==> config.mk <==
export PLATFORM = sky130hd
export DESIGN_NAME = cmpr_top
export DESIGN_NICKNAME = d
export VERILOG_FILES = /design/src/source/cmpr_pkg.sv /design/src/source/cmpr_top.sv /design/src/source/cmpr_mngr.sv /design/src/source/zspg_class_table.sv /design/src/source/page_size_est.sv /design/src/source/rd_beat_fifo.sv
export SDC_FILE = /design/constraint.sdc
export NUM_CORES = 1
export LEC_CHECK = 0
export ABC_CLOCK_PERIOD_IN_PS = 8700
export BUFFER_PORTS_ARGS = -buffer_cell sky130_fd_sc_hd__buf_4
export CAP_MARGIN = 20
export CORE_MARGIN = 4
export CORE_UTILIZATION = 35
export DETAILED_ROUTE_END_ITERATION = 6
export MAX_ROUTING_LAYER = met4
export PLACE_DENSITY = 0.5
export SLEW_MARGIN = 20
export SYNTH_ARGS = -nofsm -noshare
export SYNTH_HDL_FRONTEND = slang
export SYNTH_SLANG_ARGS = --single-unit
export TNS_END_PERCENT = 30
==> constraint.sdc <==
create_clock -name clk_i -period 8.7 [get_ports clk_i]
set_input_delay 2.61 -clock clk_i [delete_from_list [all_inputs] [get_ports clk_i]]
set_output_delay 2.61 -clock clk_i [all_outputs]
set_load 0.01 [all_outputs]
==> src/source/cmpr_pkg.sv <==
// shared sizes, list and zspage types, memory beat union and run result for the compression manager
package cmpr_pkg;

    // page geometry, shrunk so one page is 32 beats
    localparam int PAGE_BYTES  = 256;
    localparam int BEAT_BYTES  = 8;
    localparam int PAGE_BEATS  = 32;
    localparam int BURST_BEATS = 8;
    localparam int FIFO_DEPTH  = 16;
    // metadata header at the start of every zspage
    localparam int ZS_MD_SIZE  = 8;
    localparam int CLASS_COUNT = 4;
    // byte address of list entry 0, entries are one beat apart
    localparam logic [15:0] LST_BASE = 16'hFE00;

    typedef logic [7:0] way_t;
    typedef logic [5:0] lst_idx_t;
    typedef logic [8:0] size_t;

    // which list an entry sits on
    typedef enum logic {
        LST_UCMP = 1'b0,
        LST_CMP  = 1'b1
    } lst_tag_e;

    // one list entry, exactly one memory beat wide
    typedef struct packed {
        logic [47:0] pad;
        lst_tag_e    tag;
        logic        valid;
        lst_idx_t    prev;
        way_t        way;
    } lst_entry_t;

    // the same beat is a list entry or raw page data depending on the read
    typedef union packed {
        lst_entry_t  entry;
        logic [63:0] raw;
    } mem_beat_u;

    typedef struct packed {
        logic [15:0] addr;
        logic [5:0]  beats;
    } rd_cmd_t;

    typedef struct packed {
        logic      valid;
        mem_beat_u data;
        logic      last;
        logic      err;
    } rd_beat_t;

    // placement packet to the external page writer
    typedef struct packed {
        way_t  src_way;
        way_t  zs_way;
        size_t offset;
        size_t size;
        logic  new_zs;
    } pw_pkt_t;

    typedef struct packed {
        logic     valid;
        lst_idx_t idx;
        way_t     way;
        lst_tag_e dst;
    } tol_upd_t;

    typedef enum logic [1:0] {
        FREED      = 2'd0,
        LIST_EMPTY = 2'd1,
        TOO_BIG    = 2'd2,
        BUS_ERR    = 2'd3
    } cmpr_status_e;

    typedef struct packed {
        cmpr_status_e status;
        way_t         free_way;
    } cmpr_rsp_t;

endpackage
==> src/source/cmpr_top.sv <==
// top level of the compression manager, ties the FIFO, compressor, class table and FSM together
module cmpr_top (
    input  logic                clk_i,
    input  logic                rst_ni,
    input  logic                cmpr_req,
    input  cmpr_pkg::lst_idx_t  ucmp_tail,
    output logic                cmpr_ack,
    output cmpr_pkg::cmpr_rsp_t cmpr_rsp,
    output logic                rd_req,
    output cmpr_pkg::rd_cmd_t   rd_cmd,
    input  logic                rd_ack,
    input  cmpr_pkg::rd_beat_t  rd_beat,
    output logic                pw_req,
    output cmpr_pkg::pw_pkt_t   pw_pkt,
    input  logic                pw_ack,
    output cmpr_pkg::tol_upd_t  tol_upd
);

    // FIFO to compressor path
    logic            fifo_push;
    logic            fifo_pop;
    logic            fifo_empty;
    logic [63:0]     fifo_data;
    logic [4:0]      fifo_level;
    logic            page_start;
    cmpr_pkg::size_t comp_size;
    logic            size_valid;

    // class table lookup and update
    logic [1:0]      class_idx;
    logic            zs_open;
    cmpr_pkg::way_t  zs_way;
    cmpr_pkg::size_t zs_fill;
    logic            set_new;
    cmpr_pkg::way_t  new_way;
    cmpr_pkg::size_t new_fill;
    logic            add_fill;
    cmpr_pkg::size_t add_size;

    rd_beat_fifo fifo_i (
        .clk_i, .rst_ni,
        .push(fifo_push), .push_data(rd_beat.data.raw),
        .pop(fifo_pop), .pop_data(fifo_data), .empty(fifo_empty),
        .level(fifo_level), .flush(page_start)
    );

    page_size_est est_i (
        .clk_i, .rst_ni, .page_start,
        .fifo_empty, .fifo_data, .pop(fifo_pop),
        .comp_size, .size_valid
    );

    zspg_class_table table_i (
        .clk_i, .rst_ni, .class_idx,
        .open(zs_open), .zs_way, .fill(zs_fill),
        .set_new, .new_way, .new_fill, .add_fill, .add_size
    );

    cmpr_mngr mngr_i (
        .clk_i, .rst_ni,
        .cmpr_req, .ucmp_tail, .cmpr_ack, .cmpr_rsp,
        .rd_req, .rd_cmd, .rd_ack, .rd_beat, .fifo_push, .fifo_level,
        .page_start, .comp_size, .size_valid,
        .class_idx, .open(zs_open), .zs_way, .fill(zs_fill),
        .set_new, .new_way, .new_fill, .add_fill, .add_size,
        .pw_req, .pw_pkt, .pw_ack, .tol_upd
    );

endmodule

==> src/source/cmpr_mngr.sv <==
// control FSM that walks the uncompressed list, sizes pages, places them and reports the run result
module cmpr_mngr (
    input  logic                 clk_i,
    input  logic                 rst_ni,
    input  logic                 cmpr_req,
    input  cmpr_pkg::lst_idx_t   ucmp_tail,
    output logic                 cmpr_ack,
    output cmpr_pkg::cmpr_rsp_t  cmpr_rsp,
    output logic                 rd_req,
    output cmpr_pkg::rd_cmd_t    rd_cmd,
    input  logic                 rd_ack,
    input  cmpr_pkg::rd_beat_t   rd_beat,
    output logic                 fifo_push,
    input  logic [4:0]           fifo_level,
    output logic                 page_start,
    input  cmpr_pkg::size_t      comp_size,
    input  logic                 size_valid,
    output logic [1:0]           class_idx,
    input  logic                 open,
    input  cmpr_pkg::way_t       zs_way,
    input  cmpr_pkg::size_t      fill,
    output logic                 set_new,
    output cmpr_pkg::way_t       new_way,
    output cmpr_pkg::size_t      new_fill,
    output logic                 add_fill,
    output cmpr_pkg::size_t      add_size,
    output logic                 pw_req,
    output cmpr_pkg::pw_pkt_t    pw_pkt,
    input  logic                 pw_ack,
    output cmpr_pkg::tol_upd_t   tol_upd
);

    typedef enum logic [3:0] {
        IDLE, READ_ENTRY, WAIT_ENTRY, DECODE_ENTRY, BURST_READ,
        COMP_WAIT, PLACE, PW_HANDSHAKE, LIST_UPDATE, RESPOND
    } state_e;

    state_e                 state;
    cmpr_pkg::lst_idx_t     cur_idx;
    cmpr_pkg::lst_entry_t   entry;
    cmpr_pkg::size_t        size_r;
    // bursts acked for this page and beats still owed by memory
    logic [2:0]             bursts;
    logic [4:0]             beats_out;
    logic                   err_seen;
    logic                   pw_sent;
    logic                   room;
    logic                   fits;
    logic [9:0]             fill_sum;

    // class from the latched size, anything at 256 and up lands in the top class
    assign class_idx = size_r[8] ? 2'd3 : size_r[7:6];
    assign fill_sum  = 10'(fill) + 10'(size_r);
    assign fits      = open && (fill_sum <= 10'(cmpr_pkg::PAGE_BYTES));

    // table writes happen in the single PLACE cycle
    assign set_new  = (state == PLACE) && !fits;
    assign add_fill = (state == PLACE) && fits;
    assign new_way  = entry.way;
    assign new_fill = cmpr_pkg::size_t'(cmpr_pkg::ZS_MD_SIZE) + size_r;
    assign add_size = size_r;

    // clear FIFO and compressor as the page walk starts
    assign page_start = (state == DECODE_ENTRY) && entry.valid;
    // page beats go straight into the FIFO
    assign fifo_push  = (state == BURST_READ) && rd_beat.valid;

    // never ask for more beats than the FIFO can still take
    assign room = (6'(fifo_level) + 6'(beats_out))
                  <= 6'(cmpr_pkg::FIFO_DEPTH - cmpr_pkg::BURST_BEATS);

    always_ff @(posedge clk_i or negedge rst_ni) begin
        if (!rst_ni) begin
            state     <= IDLE;
            cur_idx   <= '0;
            entry     <= '0;
            size_r    <= '0;
            bursts    <= '0;
            beats_out <= '0;
            err_seen  <= 1'b0;
            pw_sent   <= 1'b0;
            cmpr_ack  <= 1'b0;
            cmpr_rsp  <= '0;
            rd_req    <= 1'b0;
            rd_cmd    <= '0;
            pw_req    <= 1'b0;
            pw_pkt    <= '0;
            tol_upd   <= '0;
        end else begin
            tol_upd.valid <= 1'b0;
            case (state)
                IDLE: begin
                    if (cmpr_req) begin
                        cur_idx <= ucmp_tail;
                        state   <= READ_ENTRY;
                    end
                end
                READ_ENTRY: begin
                    // four-phase read of a single list entry beat
                    if (rd_req && rd_ack) begin
                        rd_req <= 1'b0;
                        state  <= WAIT_ENTRY;
                    end else if (!rd_req && !rd_ack) begin
                        rd_req       <= 1'b1;
                        rd_cmd.addr  <= cmpr_pkg::LST_BASE + 16'({cur_idx, 3'b000});
                        rd_cmd.beats <= 6'd1;
                    end
                end
                WAIT_ENTRY: begin
                    if (rd_beat.valid) begin
                        entry <= rd_beat.data.entry;
                        if (rd_beat.err) begin
                            cmpr_ack <= 1'b1;
                            cmpr_rsp <= '{status: cmpr_pkg::BUS_ERR, free_way: '0};
                            state    <= RESPOND;
                        end else begin
                            state <= DECODE_ENTRY;
                        end
                    end
                end
                DECODE_ENTRY: begin
                    if (!entry.valid) begin
                        // walked off the end of the uncompressed list
                        cmpr_ack <= 1'b1;
                        cmpr_rsp <= '{status: cmpr_pkg::LIST_EMPTY, free_way: '0};
                        state    <= RESPOND;
                    end else begin
                        bursts    <= '0;
                        beats_out <= '0;
                        err_seen  <= 1'b0;
                        state     <= BURST_READ;
                    end
                end
                BURST_READ: begin
                    if (rd_req && rd_ack) begin
                        rd_req <= 1'b0;
                        bursts <= bursts + 3'd1;
                    end else if (!rd_req && !rd_ack && !err_seen && room
                                 && bursts != 3'(cmpr_pkg::PAGE_BEATS / cmpr_pkg::BURST_BEATS)) begin
                        rd_req       <= 1'b1;
                        rd_cmd.addr  <= 16'(entry.way) * 16'(cmpr_pkg::PAGE_BYTES)
                                        + 16'(bursts) * 16'(cmpr_pkg::BURST_BEATS * cmpr_pkg::BEAT_BYTES);
                        rd_cmd.beats <= 6'(cmpr_pkg::BURST_BEATS);
                    end
                    // acked burst adds its beats, each arriving beat retires one
                    beats_out <= beats_out
                                 + ((rd_req && rd_ack) ? 5'(cmpr_pkg::BURST_BEATS) : 5'd0)
                                 - 5'(rd_beat.valid);
                    if (rd_beat.valid && rd_beat.err) begin
                        err_seen <= 1'b1;
                    end
                    // leave only with the read channel quiet
                    if (!rd_req && beats_out == 5'd0) begin
                        if (err_seen) begin
                            cmpr_ack <= 1'b1;
                            cmpr_rsp <= '{status: cmpr_pkg::BUS_ERR, free_way: '0};
                            state    <= RESPOND;
                        end else if (bursts == 3'(cmpr_pkg::PAGE_BEATS / cmpr_pkg::BURST_BEATS)) begin
                            state <= COMP_WAIT;
                        end
                    end
                end
                COMP_WAIT: begin
                    if (size_valid) begin
                        size_r <= comp_size;
                        // page plus zspage header must fit in one way
                        if (10'(comp_size) + 10'(cmpr_pkg::ZS_MD_SIZE)
                            > 10'(cmpr_pkg::PAGE_BYTES)) begin
                            cmpr_ack <= 1'b1;
                            cmpr_rsp <= '{status: cmpr_pkg::TOO_BIG, free_way: '0};
                            state    <= RESPOND;
                        end else begin
                            state <= PLACE;
                        end
                    end
                end
                PLACE: begin
                    pw_pkt.src_way <= entry.way;
                    pw_pkt.size    <= size_r;
                    pw_pkt.new_zs  <= !fits;
                    if (fits) begin
                        // migrate into the open zspage of this class
                        pw_pkt.zs_way <= zs_way;
                        pw_pkt.offset <= fill;
                    end else begin
                        // this page's own way starts a fresh zspage
                        pw_pkt.zs_way <= entry.way;
                        pw_pkt.offset <= cmpr_pkg::size_t'(cmpr_pkg::ZS_MD_SIZE);
                    end
                    pw_sent <= 1'b0;
                    state   <= PW_HANDSHAKE;
                end
                PW_HANDSHAKE: begin
                    // page writer holds us off by keeping ack high
                    if (pw_req && pw_ack) begin
                        pw_req  <= 1'b0;
                        pw_sent <= 1'b1;
                    end else if (!pw_req && !pw_ack && !pw_sent) begin
                        pw_req <= 1'b1;
                    end else if (pw_sent && !pw_ack) begin
                        state <= LIST_UPDATE;
                    end
                end
                LIST_UPDATE: begin
                    tol_upd <= '{valid: 1'b1, idx: cur_idx, way: pw_pkt.zs_way,
                                 dst: cmpr_pkg::LST_CMP};
                    if (pw_pkt.new_zs) begin
                        // no way freed yet, go on with the older entry
                        cur_idx <= entry.prev;
                        state   <= READ_ENTRY;
                    end else begin
                        cmpr_ack <= 1'b1;
                        cmpr_rsp <= '{status: cmpr_pkg::FREED, free_way: entry.way};
                        state    <= RESPOND;
                    end
                end
                RESPOND: begin
                    // ack stays up until the requester lets go
                    if (!cmpr_req) begin
                        cmpr_ack <= 1'b0;
                        state    <= IDLE;
                    end
                end
                default: state <= IDLE;
            endcase
        end
    end

endmodule

==> src/source/zspg_class_table.sv <==
// table of under-construction zspages with one slot per size class for the manager to read and update
module zspg_class_table (
    input  logic            clk_i,
    input  logic            rst_ni,
    input  logic [1:0]      class_idx,
    output logic            open,
    output cmpr_pkg::way_t  zs_way,
    output cmpr_pkg::size_t fill,
    input  logic            set_new,
    input  cmpr_pkg::way_t  new_way,
    input  cmpr_pkg::size_t new_fill,
    input  logic            add_fill,
    input  cmpr_pkg::size_t add_size
);

    // set while a class has an open zspage
    logic [cmpr_pkg::CLASS_COUNT-1:0] slot_vld;
    // zspage way and next free byte inside it
    cmpr_pkg::way_t  slot_way  [cmpr_pkg::CLASS_COUNT];
    cmpr_pkg::size_t slot_fill [cmpr_pkg::CLASS_COUNT];

    // lookup is purely combinational on the class
    assign open   = slot_vld[class_idx];
    assign zs_way = slot_way[class_idx];
    assign fill   = slot_fill[class_idx];

    always_ff @(posedge clk_i or negedge rst_ni) begin
        if (!rst_ni) begin
            slot_vld <= '0;
        end else if (set_new) begin
            slot_vld[class_idx] <= 1'b1;
        end
    end

    always_ff @(posedge clk_i) begin
        if (set_new) begin
            // the old zspage of this class is closed by overwriting it
            slot_way[class_idx]  <= new_way;
            slot_fill[class_idx] <= new_fill;
        end else if (add_fill) begin
            // migrated page now occupies the next bytes
            slot_fill[class_idx] <= slot_fill[class_idx] + add_size;
        end
    end

endmodule

==> src/source/page_size_est.sv <==
// zero-word compressor, drains one page of beats from the FIFO and reports its packed size
module page_size_est (
    input  logic            clk_i,
    input  logic            rst_ni,
    input  logic            page_start,
    input  logic            fifo_empty,
    input  logic [63:0]     fifo_data,
    output logic            pop,
    output cmpr_pkg::size_t comp_size,
    output logic            size_valid
);

    // beats taken so far and how many of them carry data
    logic [5:0] beat_cnt;
    logic [5:0] nz_cnt;

    // stop taking beats once the page is complete
    assign pop = !fifo_empty && !page_start && (beat_cnt != 6'(cmpr_pkg::PAGE_BEATS));

    // every nonzero word costs one full beat
    assign comp_size = cmpr_pkg::size_t'(nz_cnt) * cmpr_pkg::size_t'(cmpr_pkg::BEAT_BYTES);

    always_ff @(posedge clk_i or negedge rst_ni) begin
        if (!rst_ni) begin
            beat_cnt   <= '0;
            nz_cnt     <= '0;
            size_valid <= 1'b0;
        end else if (page_start) begin
            beat_cnt   <= '0;
            nz_cnt     <= '0;
            size_valid <= 1'b0;
        end else begin
            // one cycle pulse after the last beat of the page
            size_valid <= pop && (beat_cnt == 6'(cmpr_pkg::PAGE_BEATS - 1));
            if (pop) begin
                beat_cnt <= beat_cnt + 6'd1;
                if (fifo_data != 64'd0) begin
                    nz_cnt <= nz_cnt + 6'd1;
                end
            end
        end
    end

endmodule

==> src/source/rd_beat_fifo.sv <==
// circular beat buffer between the memory read stream and the page compressor
module rd_beat_fifo (
    input  logic        clk_i,
    input  logic        rst_ni,
    input  logic        push,
    input  logic [63:0] push_data,
    input  logic        pop,
    output logic [63:0] pop_data,
    output logic        empty,
    output logic [4:0]  level,
    input  logic        flush
);

    // beat storage
    logic [63:0] mem [cmpr_pkg::FIFO_DEPTH];

    // pointers carry one extra bit so full and empty differ
    logic [4:0] wr_ptr;
    logic [4:0] rd_ptr;

    assign level    = wr_ptr - rd_ptr;
    assign empty    = (level == 5'd0);
    assign pop_data = mem[rd_ptr[3:0]];

    always_ff @(posedge clk_i) begin
        if (push) begin
            mem[wr_ptr[3:0]] <= push_data;
        end
    end

    always_ff @(posedge clk_i or negedge rst_ni) begin
        if (!rst_ni) begin
            wr_ptr <= '0;
            rd_ptr <= '0;
        end else if (flush) begin
            // a new page starts from an empty buffer
            wr_ptr <= '0;
            rd_ptr <= '0;
        end else begin
            if (push) begin
                wr_ptr <= wr_ptr + 5'd1;
            end
            if (pop && !empty) begin
                rd_ptr <= rd_ptr + 5'd1;
            end
        end
    end

endmodule

==> impl_metrics.env <==
export IMPL_cp_arrival_ns=6.43
export IMPL_path_buf_inv=1
export IMPL_postCtsHoldBufs=0
export IMPL_grt_pass1_wl_mm=146
export IMPL_drive_gt1_frac=0.156
export IMPL_dieHeight_um=361
export IMPL_min_delay_worst_endpoint="mngr_i.tol_upd[0]$_DFFE_PN0P_"
export IMPL_setup_worst_path_end_class="register"
export IMPL_overflow=0
export IMPL_synth_area_leaders="edfxtp_1 75%, dfrtp_1 8.3%, nor4_1 3.2%, ha_1 1.1%, nand2_1 1.1%"
export IMPL_worstPathMaxFanout=13
export IMPL_ys_warnings_count=0
export IMPL_ys_seq_elements=1236
export IMPL_drt_wirelength_per_cell_um=22.5
export IMPL_path_cells="nor2b_1 > nand2b_1 > o22ai_1 > nor2_1 > ha_1 > fa_1 > xor2_1 > nor3_1 > o211ai_1 > nor4_1 > a221oi_1 > a2111oi_4 > nand2_1 > inv_1 > ha_1 > a21o_1 > a21oi_1 > o21bai_1 > a21oi_1 > xnor2_1 > xnor2_1"
export IMPL_dr_pass1_iters=5
export IMPL_clkSlewWorstSetupHoldPaths_ns=0.06
export IMPL_postCtsResizedCells=0
export IMPL_async_flop_share=0.117
export IMPL_cts_buffers_inserted=130
export IMPL_worstHoldStart="mngr_i.tol_upd[0]$_DFFE_PN0P_"
export IMPL_core_area_um2=124000
export IMPL_area_delta_synth_final_pct=17.2
export IMPL_maxSlewViolCount=0
export IMPL_whs_ns=0.470
export IMPL_synth_top_area_frac=0.753
export IMPL_regToRegStartpoint="mngr_i.add_size[6]$_DFFE_PN0P_"
export IMPL_cts_tree="yes"
export IMPL_dieArea_um2=130000
export IMPL_portBuffers=152
export IMPL_clock_sinks=1236
export IMPL_hold_viol_final=0
export IMPL_ys_flop_type="edfxtp_1"
export IMPL_p_leak_nw=16.9
export IMPL_setup_violations=0
export IMPL_rr_worst_depth=21
export IMPL_min_delay_path_class="reg -> reg"
export IMPL_clk_latency_ns=0.72
export IMPL_start_util=0.352
export IMPL_wirelength_mm=98.4
export IMPL_drc=0
export IMPL_rows=129
export IMPL_setup_slack_ns=2.80
export IMPL_ctsRootBufferMaster="clkbuf_16"
export IMPL_dp_cells=4145
export IMPL_worst_endpoint_required_ns=9.23
export IMPL_maxCapViolCount=0
export IMPL_grt_start_max_net_pins=84
export IMPL_grt_pass1_vias=22700
export IMPL_antenna_found_initial=6
export IMPL_netlist_area_um2=43500
export IMPL_drt_first_iter_violations=1539
export IMPL_synth_edff_count=1092
export IMPL_fmax_ghz=0.169
export IMPL_htreeDepth=4
export IMPL_dpl_hpwl_mm=58.7
export IMPL_cpPeakStageDelay_ns=0.65
export IMPL_p_total_w=0.0150
export IMPL_setup_tns_ns=0
export IMPL_ioPinCount=164
export IMPL_cts_buffer_depth=3
export IMPL_yosysSeqAreaShare=0.836
export IMPL_min_path_cells=1
export IMPL_fp_dieW_um=361
export IMPL_place_gp_congestion=0.802
export IMPL_synthCells=2380
export IMPL_finalCritPeriodShare=0.678
export IMPL_slowest_stage="dfrtp_1"
export IMPL_slew_headroom=0.313
export IMPL_ant_nets=0
export IMPL_reg2reg_slack_ns=2.80
export IMPL_crit_family="compound AO/OA/AOI/OAI gates"
export IMPL_num_vias=22000
export IMPL_synth_commonest_cells="1,092 x edfxtp_1, 225 x nor4_1, 144 x dfrtp_1, 122 x nand2_1, 101 x nor2_1"
export IMPL_postCtsSetupRepairBufs=0
export IMPL_critPathLaunchType="register"
export IMPL_status="complete, no violations"
export IMPL_final_nets=2761
export IMPL_path_class="reg -> reg"
export IMPL_dp_slack_ns=2.80
export IMPL_fin_crit_ns=5.90
export IMPL_grt_usage=0.155
export IMPL_ir_drop_v=0.000186
export IMPL_rsz0062_at_grt="no"
export IMPL_skew_ns=0.0175
export IMPL_synth_distinct_cells=69
export IMPL_yosysMostFrequentCell="edfxtp_1"
export IMPL_avgSynthCellArea_um2=18.3
export IMPL_worst_pin_slew_ns=1.03
export IMPL_r2r_end="table_i.slot_fill[3][8]$_DFFE_PP_"
export IMPL_pwr_density_cell_nw_per_um2=294
export IMPL_yosys_area_top_type="edfxtp_1"
export IMPL_fin_cells=4381
export IMPL_drt_vias_per_instance=5.03
==> power breakdown <==
part	total, W	internal [W]	switching [W]
logic	0.00230	0.000885	0.00141
clock network	0.00542	0.00321	0.00221
registers	0.00730	0.00689	0.000412
==> how the worst max path moves through the flow <==
| stage | slack, ns | cells after the start | start | to |
|---|---|---|---|---|
| floorplan | 0.63 | 4 | rd_beat[66] | fifo_i.mem[3][0]$_DFFE_PP_ |
| global placement | 2.78 | 21 | mngr_i.add_size[6]$_DFFE_PN0P_ | table_i.slot_fill[0][8]$_DFFE_PP_ |
| detailed placement | 2.80 | 21 | mngr_i.add_size[6]$_DFFE_PN0P_ | table_i.slot_fill[2][8]$_DFFE_PP_ |
| CTS | 2.75 | 21 | mngr_i.add_size[6]$_DFFE_PN0P_ | table_i.slot_fill[3][8]$_DFFE_PP_ |
| global route | 2.16 | 21 | mngr_i.add_size[6]$_DFFE_PN0P_ | table_i.slot_fill[3][8]$_DFFE_PP_ |
| finish | 2.80 | 21 | mngr_i.add_size[6]$_DFFE_PN0P_ | table_i.slot_fill[3][8]$_DFFE_PP_ |
==> layer usage <==
metal / part of all wire / vias to the layer above / GRT usage
met1: 0.43 / 11400 / 0.195
met2: 0.49 / 520 / 0.252
met5: 0 / - / -
met4: 0.024 / 0 / 0.0485
li1: - / 9978 / -
met3: 0.049 / 139 / 0.0325
==> area by class of cell <==
cell class | instances | area, µm²
fillers | 11200 | 72600
flip-flops and latches | 1236 | 36400
multi-input cells | 1044 | 6810
clock buffers | 169 | 3540
well taps | 1637 | 2050
repair buffers | 184 | 1410
clock inverters | 62 | 657
inverters | 45 | 169
diodes | 4 | 10.0
==> through the flow <==
stage / cell area (µm²) / utilization
floorplan: 43600 / -
global placement: 46800 / 0.379
detailed placement: 46800 / 0.379
CTS: 51000 / 0.412
global route: 51000 / 0.413
finish: 51000 / 0.413
==> state kept, by name, indices dropped and copies added, names as in the netlist, 3 cells and up <==
register	flops
mngr_i.beats_out	5
mngr_i.pw_pkt	32
mngr_i.tol_upd	16
est_i.nz_cnt	6
table_i.slot_vld	4
table_i.slot_fill	36
mngr_i.cur_idx	6
est_i.beat_cnt	6
mngr_i.new_way	8
mngr_i.rd_cmd	15
mngr_i.cmpr_rsp	10
table_i.slot_way	32
fifo_i.mem	1024
mngr_i.entry	7
fifo_i.wr_ptr	5
fifo_i.rd_ptr	5
mngr_i.bursts	3
mngr_i.state	4
mngr_i.add_size	6
==> logic make-up after synthesis <==
| kind of cell | Yosys count | synth area share |
|---|---|---|
| buf+inv | 109 | 0.0109 |
| xor+xnor | 35 | 0.00704 |
| mux | 72 | 0.0182 |
| other cells | 1 | 0.0000861 |
| compound gates | 193 | 0.0297 |
| fa+ha+maj | 42 | 0.0129 |
| simple gates | 692 | 0.0850 |
| flops | 1236 | 0.836 |
==> worst reg2reg max path, cell delays in order (launching register included) <==
cell,delay [ns]
dfrtp_1,0.65
nor2b_1,0.40
nand2b_1,0.34
o22ai_1,0.30
nor2_1,0.08
ha_1,0.22
fa_1,0.42
xor2_1,0.15
nor3_1,0.17
o211ai_1,0.11
nor4_1,0.40
a221oi_1,0.23
a2111oi_4,0.63
nand2_1,0.24
inv_1,0.09
ha_1,0.22
a21o_1,0.17
a21oi_1,0.23
o21bai_1,0.10
a21oi_1,0.18
xnor2_1,0.11
xnor2_1,0.27
==> layout by cell type, fill, tap and decap left out, types with 24 or more instances in the layout <==
cell,instances
ha_1,37
nand2_1,122
nand4_1,29
inv_1,43
nor2_1,89
nand3_1,62
nor3_1,49
clkbuf_1,31
clkinv_1,24
or4_1,30
mux2_2,37
dfrtp_1,143
buf_4,182
a21oi_1,51
clkbuf_16,135
nor4_1,225
edfxtp_1,1092
mux2i_1,33
o21ai_0,24
Power figures use the tool's default switching activity.
